**src/design/edp_settings.svh**
```systemverilog
`ifndef EDP_SETTINGS_SVH
`define EDP_SETTINGS_SVH

// Data word width
// Bit 0 is the most significant bit everywhere
`define EDP_WORD_BITS 36

// Fast memory geometry
`define EDP_FM_WORDS 16
`define EDP_FM_ADDR_BITS 4

// Microword number field
// Also the width of the magic constant fed to ADX
`define EDP_MAGIC_BITS 9

`endif

```
**src/design/edpPkg.sv**
```systemverilog
`include "edp_settings.svh"

package edpPkg;

  typedef logic [0:`EDP_WORD_BITS-1] tWord;

  // Adder functions
  // Subtract is A plus inverted B with the chain carry-in forced
  typedef enum logic [2:0] {
    adAdd,
    adSub,
    adAnd,
    adOr,
    adXor,
    adPassA,
    adPassB
  } tAdFunc;

  typedef enum logic [1:0] {adaAr, adaArx, adaMq, adaZero} tAdaSel;

  // Same order as the B operand patterns of the EBOX
  typedef enum logic [1:0] {adbFm, adbBrx2, adbBr, adbArx4} tAdbSel;

  typedef enum logic [2:0] {
    arHold,
    arZero,
    arCache,
    arBus,
    arAd,
    arAdx,
    arAdShl
  } tArSel;

  // MQ universal shift register
  typedef enum logic [1:0] {usrLoad, usrShl, usrShr, usrHold} tUsrFunc;

  typedef enum logic [2:0] {
    diagAr,
    diagBr,
    diagMq,
    diagFm,
    diagBrx,
    diagArx,
    diagAdx,
    diagAd
  } tDiagSel;

  typedef struct packed {
    logic diagRead;
    tDiagSel diagSel;
    logic [4:0] spare;
  } tDiagNumber;

  // Number field, read as magic or as a diagnostic request
  typedef union packed {
    logic [0:`EDP_MAGIC_BITS-1] magic;
    tDiagNumber diag;
  } tNumber;

  typedef struct packed {
    tAdFunc adFunc;
    tAdaSel adaSel;
    tAdbSel adbSel;
    logic carryIn;
    logic longAdd;
    tArSel arSel;
    tArSel arxSel;
    tUsrFunc mqFunc;
    logic brLoad;
    logic brxLoad;
    logic [`EDP_FM_ADDR_BITS-1:0] fmAddr;
    logic fmWriteL;
    logic fmWriteR;
    logic numberIsDiag;
    tNumber number;
  } tMicroWord;

  typedef struct packed {
    tAdFunc adFunc;
    tAdaSel adaSel;
    tAdbSel adbSel;
    logic carryIn;
    logic longAdd;
    tArSel arSel;
    tArSel arxSel;
    tUsrFunc mqFunc;
    logic brLoad;
    logic brxLoad;
    logic [`EDP_FM_ADDR_BITS-1:0] fmAddr;
    logic fmWriteL;
    logic fmWriteR;
    logic numberIsDiag;
    logic [0:`EDP_MAGIC_BITS-1] magic;
    logic diagRead;
    tDiagSel diagSel;
    logic mqFromAd;
  } tControl;

  typedef struct packed {
    tWord ar;
    tWord arx;
    tWord br;
    tWord brx;
    tWord mq;
  } tRegs;

  typedef struct packed {
    tWord ad;
    tWord adx;
    logic adCarryOut;
  } tAdResult;

endpackage

```
**src/design/edpControl.sv**
```systemverilog
`timescale 1ns/1ps

module edpControl (
  input  logic              CLK,
  input  logic              arstN,
  input  edpPkg::tMicroWord microWord,
  input  logic              microStrobe,
  output edpPkg::tControl   ctl
);

  edpPkg::tMicroWord wordReg;
  logic wordValid;

  // Microword holding register
  always_ff @(posedge CLK) begin
    if (microStrobe) begin
      wordReg <= microWord;
    end
  end

  // Strobe becomes a one-cycle valid
  always_ff @(posedge CLK or negedge arstN) begin
    if (!arstN) begin
      wordValid <= 1'b0;
    end else begin
      wordValid <= microStrobe;
    end
  end

  always_comb begin
    // Idle word holds everything
    ctl = '0;
    ctl.arSel = edpPkg::arHold;
    ctl.arxSel = edpPkg::arHold;
    ctl.mqFunc = edpPkg::usrHold;
    if (wordValid) begin
      ctl.adFunc = wordReg.adFunc;
      ctl.adaSel = wordReg.adaSel;
      ctl.adbSel = wordReg.adbSel;
      ctl.carryIn = wordReg.carryIn;
      ctl.longAdd = wordReg.longAdd;
      ctl.arSel = wordReg.arSel;
      ctl.arxSel = wordReg.arxSel;
      ctl.mqFunc = wordReg.mqFunc;
      ctl.brLoad = wordReg.brLoad;
      ctl.brxLoad = wordReg.brxLoad;
      ctl.fmAddr = wordReg.fmAddr;
      ctl.fmWriteL = wordReg.fmWriteL;
      ctl.fmWriteR = wordReg.fmWriteR;
      ctl.numberIsDiag = wordReg.numberIsDiag;
      if (wordReg.numberIsDiag) begin
        ctl.diagRead = wordReg.number.diag.diagRead;
        ctl.diagSel = wordReg.number.diag.diagSel;
      end else begin
        // Magic view never requests a readback
        ctl.magic = wordReg.number.magic;
      end
      ctl.mqFromAd = (wordReg.adaSel == edpPkg::adaMq);
    end
  end

endmodule

```
**src/design/edpAdder.sv**
```systemverilog
`timescale 1ns/1ps
`include "edp_settings.svh"

module edpAdder (
  input  edpPkg::tControl   ctl,
  input  edpPkg::tRegs      regs,
  input  edpPkg::tWord      fm,
  output edpPkg::tAdResult  adResult
);

  edpPkg::tWord adA;
  edpPkg::tWord adB;
  edpPkg::tWord adxB;
  logic lowCarryIn;
  logic adCarryIn;
  logic [`EDP_WORD_BITS:0] adSum;
  logic [`EDP_WORD_BITS:0] adxSum;

  // One 36-bit slice, carry-out on top
  function automatic logic [`EDP_WORD_BITS:0] evalWord(
    edpPkg::tAdFunc func,
    edpPkg::tWord a,
    edpPkg::tWord b,
    logic cin
  );
    logic [`EDP_WORD_BITS:0] result;
    case (func)
      edpPkg::adAdd: result = {1'b0, a} + {1'b0, b} + cin;
      edpPkg::adSub: result = {1'b0, a} + {1'b0, ~b} + cin;
      edpPkg::adAnd: result = {1'b0, a & b};
      edpPkg::adOr: result = {1'b0, a | b};
      edpPkg::adXor: result = {1'b0, a ^ b};
      edpPkg::adPassB: result = {1'b0, b};
      default: result = {1'b0, a};
    endcase
    return result;
  endfunction

  always_comb begin
    unique case (ctl.adaSel)
      edpPkg::adaAr: adA = regs.ar;
      edpPkg::adaArx: adA = regs.arx;
      edpPkg::adaMq: adA = regs.mq;
      default: adA = '0;
    endcase
  end

  // B operands, doubled and quadrupled words shift across from the low word
  always_comb begin
    unique case (ctl.adbSel)
      edpPkg::adbFm: begin
        adB = fm;
        adxB = {ctl.magic, {(`EDP_WORD_BITS - `EDP_MAGIC_BITS){1'b0}}};
      end
      edpPkg::adbBrx2: begin
        adB = {regs.br[1:35], regs.brx[0]};
        adxB = {regs.brx[1:35], 1'b0};
      end
      edpPkg::adbBr: begin
        adB = regs.br;
        adxB = regs.brx;
      end
      default: begin
        adB = {regs.ar[2:35], regs.arx[0:1]};
        adxB = {regs.arx[2:35], 2'b00};
      end
    endcase
  end

  // The plus one of subtract enters at the bottom of the chain
  assign lowCarryIn = (ctl.adFunc == edpPkg::adSub) ? 1'b1 : ctl.carryIn;
  assign adxSum = evalWord(ctl.adFunc, regs.arx, adxB, lowCarryIn);
  assign adCarryIn = ctl.longAdd ? adxSum[`EDP_WORD_BITS] : lowCarryIn;
  assign adSum = evalWord(ctl.adFunc, adA, adB, adCarryIn);

  assign adResult.ad = adSum[`EDP_WORD_BITS-1:0];
  assign adResult.adx = adxSum[`EDP_WORD_BITS-1:0];
  assign adResult.adCarryOut = adSum[`EDP_WORD_BITS];

endmodule

```
**src/design/edpRegisters.sv**
```systemverilog
`timescale 1ns/1ps

module edpRegisters (
  input  logic              CLK,
  input  logic              arstN,
  input  edpPkg::tControl   ctl,
  input  edpPkg::tAdResult  adResult,
  input  edpPkg::tWord      cacheData,
  input  edpPkg::tWord      ebusIn,
  output edpPkg::tRegs      regs
);

  edpPkg::tWord arNext;
  edpPkg::tWord arxNext;
  edpPkg::tWord mqNext;
  edpPkg::tWord mqLoad;

  // Shared source mux for AR and ARX
  function automatic edpPkg::tWord pickSource(
    edpPkg::tArSel sel,
    edpPkg::tWord oldValue,
    edpPkg::tWord cache,
    edpPkg::tWord bus,
    edpPkg::tAdResult alu
  );
    edpPkg::tWord value;
    case (sel)
      edpPkg::arZero: value = '0;
      edpPkg::arCache: value = cache;
      edpPkg::arBus: value = bus;
      edpPkg::arAd: value = alu.ad;
      edpPkg::arAdx: value = alu.adx;
      // AD times two, low bit from ADX
      edpPkg::arAdShl: value = {alu.ad[1:35], alu.adx[0]};
      default: value = oldValue;
    endcase
    return value;
  endfunction

  assign arNext = pickSource(ctl.arSel, regs.ar, cacheData, ebusIn, adResult);
  assign arxNext = pickSource(ctl.arxSel, regs.arx, cacheData, ebusIn, adResult);

  assign mqLoad = ctl.mqFromAd ? adResult.ad : adResult.adx;

  // MQ universal shift register
  always_comb begin
    unique case (ctl.mqFunc)
      edpPkg::usrLoad: mqNext = mqLoad;
      edpPkg::usrShl: mqNext = {regs.mq[1:35], adResult.adCarryOut};
      edpPkg::usrShr: mqNext = {regs.mq[0], regs.mq[0:34]};
      default: mqNext = regs.mq;
    endcase
  end

  // All loads sample the old register values
  always_ff @(posedge CLK or negedge arstN) begin
    if (!arstN) begin
      regs <= '0;
    end else begin
      regs.ar <= arNext;
      regs.arx <= arxNext;
      regs.mq <= mqNext;
      if (ctl.brLoad) begin
        regs.br <= regs.ar;
      end
      if (ctl.brxLoad) begin
        regs.brx <= regs.arx;
      end
    end
  end

endmodule

```
**src/design/edpFastMem.sv**
```systemverilog
`timescale 1ns/1ps
`include "edp_settings.svh"

module edpFastMem (
  input  logic            CLK,
  input  edpPkg::tControl ctl,
  input  edpPkg::tWord    ar,
  output edpPkg::tWord    fm,
  output logic            fmParity
);

  localparam int HalfBits = `EDP_WORD_BITS / 2;

  edpPkg::tWord mem [0:`EDP_FM_WORDS-1];

  // Left and right halves written separately
  always_ff @(posedge CLK) begin
    if (ctl.fmWriteL) begin
      mem[ctl.fmAddr][0:HalfBits-1] <= ar[0:HalfBits-1];
    end
    if (ctl.fmWriteR) begin
      mem[ctl.fmAddr][HalfBits:`EDP_WORD_BITS-1] <= ar[HalfBits:`EDP_WORD_BITS-1];
    end
  end

  // Asynchronous read port
  assign fm = mem[ctl.fmAddr];
  assign fmParity = ^fm;

endmodule

```
**src/design/edpEbusDriver.sv**
```systemverilog
`timescale 1ns/1ps

module edpEbusDriver (
  input  logic              CLK,
  input  logic              arstN,
  input  edpPkg::tControl   ctl,
  input  edpPkg::tRegs      regs,
  input  edpPkg::tWord      fm,
  input  edpPkg::tAdResult  adResult,
  output edpPkg::tWord      ebusData,
  output logic              ebusDriving
);

  edpPkg::tWord diagWord;

  always_comb begin
    unique case (ctl.diagSel)
      edpPkg::diagAr: diagWord = regs.ar;
      edpPkg::diagBr: diagWord = regs.br;
      edpPkg::diagMq: diagWord = regs.mq;
      edpPkg::diagFm: diagWord = fm;
      edpPkg::diagBrx: diagWord = regs.brx;
      edpPkg::diagArx: diagWord = regs.arx;
      edpPkg::diagAdx: diagWord = adResult.adx;
      default: diagWord = adResult.ad;
    endcase
  end

  // Bus is zero whenever not driving
  always_ff @(posedge CLK or negedge arstN) begin
    if (!arstN) begin
      ebusDriving <= 1'b0;
      ebusData <= '0;
    end else begin
      ebusDriving <= ctl.diagRead;
      ebusData <= ctl.diagRead ? diagWord : '0;
    end
  end

endmodule

```
**src/design/edpTop.sv**
```systemverilog
`timescale 1ns/1ps

module edpTop (
  input  logic              CLK,
  input  logic              arstN,
  input  edpPkg::tMicroWord microWord,
  input  logic              microStrobe,
  input  edpPkg::tWord      cacheData,
  input  edpPkg::tWord      ebusIn,
  output edpPkg::tWord      ebusData,
  output logic              ebusDriving,
  output logic              fmParity
);

  edpPkg::tControl ctl;
  edpPkg::tRegs regs;
  edpPkg::tAdResult adResult;
  edpPkg::tWord fm;

  edpControl i_edpControl (
    .CLK         (CLK),
    .arstN       (arstN),
    .microWord   (microWord),
    .microStrobe (microStrobe),
    .ctl         (ctl)
  );

  edpAdder i_edpAdder (
    .ctl      (ctl),
    .regs     (regs),
    .fm       (fm),
    .adResult (adResult)
  );

  edpRegisters i_edpRegisters (
    .CLK       (CLK),
    .arstN     (arstN),
    .ctl       (ctl),
    .adResult  (adResult),
    .cacheData (cacheData),
    .ebusIn    (ebusIn),
    .regs      (regs)
  );

  // Fast memory takes its write data from AR
  edpFastMem i_edpFastMem (
    .CLK      (CLK),
    .ctl      (ctl),
    .ar       (regs.ar),
    .fm       (fm),
    .fmParity (fmParity)
  );

  edpEbusDriver i_edpEbusDriver (
    .CLK         (CLK),
    .arstN       (arstN),
    .ctl         (ctl),
    .regs        (regs),
    .fm          (fm),
    .adResult    (adResult),
    .ebusData    (ebusData),
    .ebusDriving (ebusDriving)
  );

endmodule

```
**config.mk**
```make
export PLATFORM = sky130hd
export DESIGN_NAME = edpTop
export DESIGN_NICKNAME = d
export VERILOG_FILES = /design/src/design/edpPkg.sv /design/src/design/edpControl.sv /design/src/design/edpAdder.sv /design/src/design/edpRegisters.sv /design/src/design/edpFastMem.sv /design/src/design/edpEbusDriver.sv /design/src/design/edpTop.sv
export VERILOG_INCLUDE_DIRS = /design/src /design/src/design
export SDC_FILE = /design/constraint.sdc
export NUM_CORES = 2
export LEC_CHECK = 0
export BUFFER_PORTS_ARGS = -buffer_cell sky130_fd_sc_hd__buf_2
export CORE_ASPECT_RATIO = 1.75
export CORE_MARGIN = 8
export CORE_UTILIZATION = 30
export CTS_BUF_LIST = sky130_fd_sc_hd__clkbuf_8 sky130_fd_sc_hd__clkbuf_16
export DETAILED_ROUTE_END_ITERATION = 10
export REMOVE_ABC_BUFFERS = 1
export SLEW_MARGIN = 20
export SYNTH_ARGS = -nofsm -noshare
export SYNTH_HDL_FRONTEND = slang
export SYNTH_SLANG_ARGS = --single-unit
```
**constraint.sdc**
```tcl
create_clock -name CLK -period 22.4 [get_ports CLK]
set_input_delay 1.12 -clock CLK [delete_from_list [all_inputs] [get_ports CLK]]
set_output_delay 1.12 -clock CLK [all_outputs]
set_load 0.1 [all_outputs]
```
==> qor.yml <==
run_status:
  outcome: "complete, no violations"
sta:
  finalClockSkew_ns: 0.0434
  slew_violations: 0
  max_freq_ghz: 0.0909
  worst_slew_pin_slew_ns: 1.23
  hold_viol: 0
  fin_setup_tns_ns: 0
  post-route-period-util: 0.491
  timing.final.crit_period_ns: 11.01
  finalSetupViolations: 0
  max_slew_margin: 0.175
  grt_setup_unrepaired: "no"
die:
  num_rows: 201
  start_util: 0.301
  coreArea_sq_um: 171000
  dieWidth_microns: 329
  ios: 148
  dieArea_sq_um: 185000
  die_y_microns: 563
synthesis:
  synthTopCellsByArea: "edfxtp_1 (36%), dfrtp_1 (11%), ha_1 (5.3%)"
  yosys_warnings: 0
  ys_seq_area_frac: 0.463
  syn_inst: 5025
  synth_area_leader_cell: "edfxtp_1"
  async_reset_ff_frac: 0.263
  syn_avg_cell_area_sq_um: 10.2
  synth_top_area_frac: 0.357
  ys_ff_latch: 829
  syn-cell-area_sq_um: 51400
  synth_edf_count: 611
  ys_types: 124
  synth_flop_cell: "edfxtp_1"
worst_setup_path:
  ff2ff_setup_slack_ns: 11.39
  slowest_delay_ns: 1.01
  cp-end-kind: "flop"
  worstPathRequired_ns: 22.95
  cpMaxStageDelayCell: "a2111oi_2"
  critPathKind: "flop to flop"
  cp-start-kind: "flop"
  cp_max_fo: 30
  arrival_ns: 11.56
layout:
  fin_util: 0.337
  drive_above_1_share: 0.138
  final_cell_mix: "edfxtp_1 (611), a21oi_1 (475), nand2_1 (386), o21ai_0 (381), nor2_1 (268)"
  areaGrowthSynthToFinish_pct: 12.0
  design_area_sq_um: 57500
  final_common_cell: "edfxtp_1"
  fin_nets: 5374
clock_tree:
  post_cts_resized: 0
  cts.clk_slew.worst_paths_ns: 0.07
  cts.path.max_buffers: 3
  post_cts_buffers: 0
  cts_tree: "built"
  numCtsBuffers: 79
  clkSinkCount: 829
  htreeDepth: 3
  postCtsHoldBufs: 0
  root_buffer: "clkbuf_16"
  insertion_delay_ns: 0.70
pwr:
  clkPwrFrac: 0.227
  power_leakage_nw: 21.2
  p_sw_w: 0.00278
  combPwrFrac: 0.412
  p_sw_frac: 0.443
  peakVddDrop_uv: 89.9
  seqPwrFrac: 0.361
  intPower_w: 0.00349
  powerDensity_nw_per_um2: 109
route:
  drt-pass1-iter-count: 10
  wl_met2_microns: 119000
  wl_microns: 250000
  highest_layer: "met5"
  routedWlPerCell_microns: 34.0
  vias: 46600
  dr_wl_met3_microns: 20500
  drc: 0
  first_iter_violations: 5748
  avgViaCountPerCell: 6.33
  wl_met1_microns: 84200
  final_antenna_net_count: 0
place:
  place_congestion: 0.998
  dpl.hpwl_microns: 179000
  port_buffers: 147
  placed_cell_area_sq_um: 54800
grt:
  grt_usage: 0.260
  antenna_found_initial: 17
  overflow: 0
  first_global_vias: 46300
  grt_max_degree: 135
  grt_pass1_wl_microns: 349000
hold_path:
  hp-class: "input port to asynchronous set/reset pin"
run:
  cap_viol_max_count: 0
[worst max-delay path: cells and delay by family, from the launching register on]
family / cells / cell delay, ns
AOI/OAI and AO/OA: 17 / 6.00
and+or+nand+nor: 8 / 2.17
buffers and inverters: 6 / 1.47
adders and majority gates: 2 / 0.82
DFF: 1 / 0.33
[final timing paths]
check                                    startpoint                  endpoint  depth (start not counted)
setup reg to reg           i_edpControl.wordReg[28]   i_edpRegisters.regs[33]                         33
setup / recovery           i_edpControl.wordReg[28]   i_edpRegisters.regs[33]                         33
min in group CLK            i_edpRegisters.regs[66]   i_edpRegisters.regs[66]                          2
max in group asynchronous                     arstN  i_edpRegisters.regs[105]                          2
hold / removal                                arstN  i_edpRegisters.regs[147]                          1
hold reg to reg             i_edpRegisters.regs[66]   i_edpRegisters.regs[66]                          2
[flip-flops by register name, summed over array words and instances, names as in the netlist]
| name | flops |
|---|---|
| i_edpControl.wordReg | 35 |
| i_edpControl.wordValid | 1 |
| i_edpEbusDriver.ebusData | 36 |
| i_edpEbusDriver.ebusDriving | 1 |
| i_edpFastMem.mem | 576 |
| i_edpRegisters.regs | 180 |
[per-layer routing]
layer,global-route usage,up-vias
met5,0,-
met1,0.274,23100
met2,0.441,2969
li1,-,19500
met3,0.0561,1100
met4,0.219,4
[per-stage QoR]
step	hold slack (ns)	cells	worst slack (ns)	power, W
finish	0.447	7359	11.39	0.00627
global placement	0.514	7191	11.92	0.00475
detailed placement	0.534	7191	11.95	0.00477
global route	0.501	7350	11.51	0.00649
floorplan	0.488	4646	12.58	0.00375
CTS	0.457	7338	11.90	0.00619
[power by group through the flow]
stage | Clock (W) | Combinational [W] | Sequential, W
2_1_floorplan | 0 | 0.00161 | 0.00214
3_3_place_gp | 0 | 0.00248 | 0.00227
3_5_place_dp | 0 | 0.00249 | 0.00228
4_1_cts | 0.00144 | 0.00250 | 0.00224
5_1_grt | 0.00149 | 0.00273 | 0.00228
6_report | 0.00142 | 0.00259 | 0.00226
[cell type report]
| cell class | count | area [sq um] |
|---|---|---|
| Timing Repair Buffer | 312 | 2020 |
| Clock buffer | 87 | 2140 |
| Multi-Input combinational cell | 3578 | 25300 |
| Fill cell | 17200 | 113000 |
| Antenna cell | 21 | 52.6 |
| Tap cell | 2233 | 2790 |
| Clock inverter | 60 | 539 |
| Sequential cell | 829 | 23800 |
| Inverter | 239 | 900 |
[cell families after synthesis]
| group | synth area share |
|---|---|
| AND/OR/NAND/NOR | 0.100 |
| adder cells (fa/ha/maj) | 0.0560 |
| XOR/XNOR | 0.0124 |
| flip-flops | 0.463 |
| multiplexers | 0.0531 |
| buffers and inverters | 0.0515 |
| AO/OA/AOI/OAI | 0.264 |
[synthesized netlist by cell type, drive strengths merged, types with 60 or more instances]
library cell / number
o221ai: 105
mux2: 93
o22ai: 73
o21ai: 416
dfrtp: 218
nor3: 85
ha: 217
mux2i: 120
edfxtp: 611
a221oi: 60
nand2: 389
buf: 150
o211ai: 73
nor2: 293
a22oi: 123
clkbuf: 229
a222oi: 111
a21oi: 479
inv: 236
(Power assumes the default switching activity.)
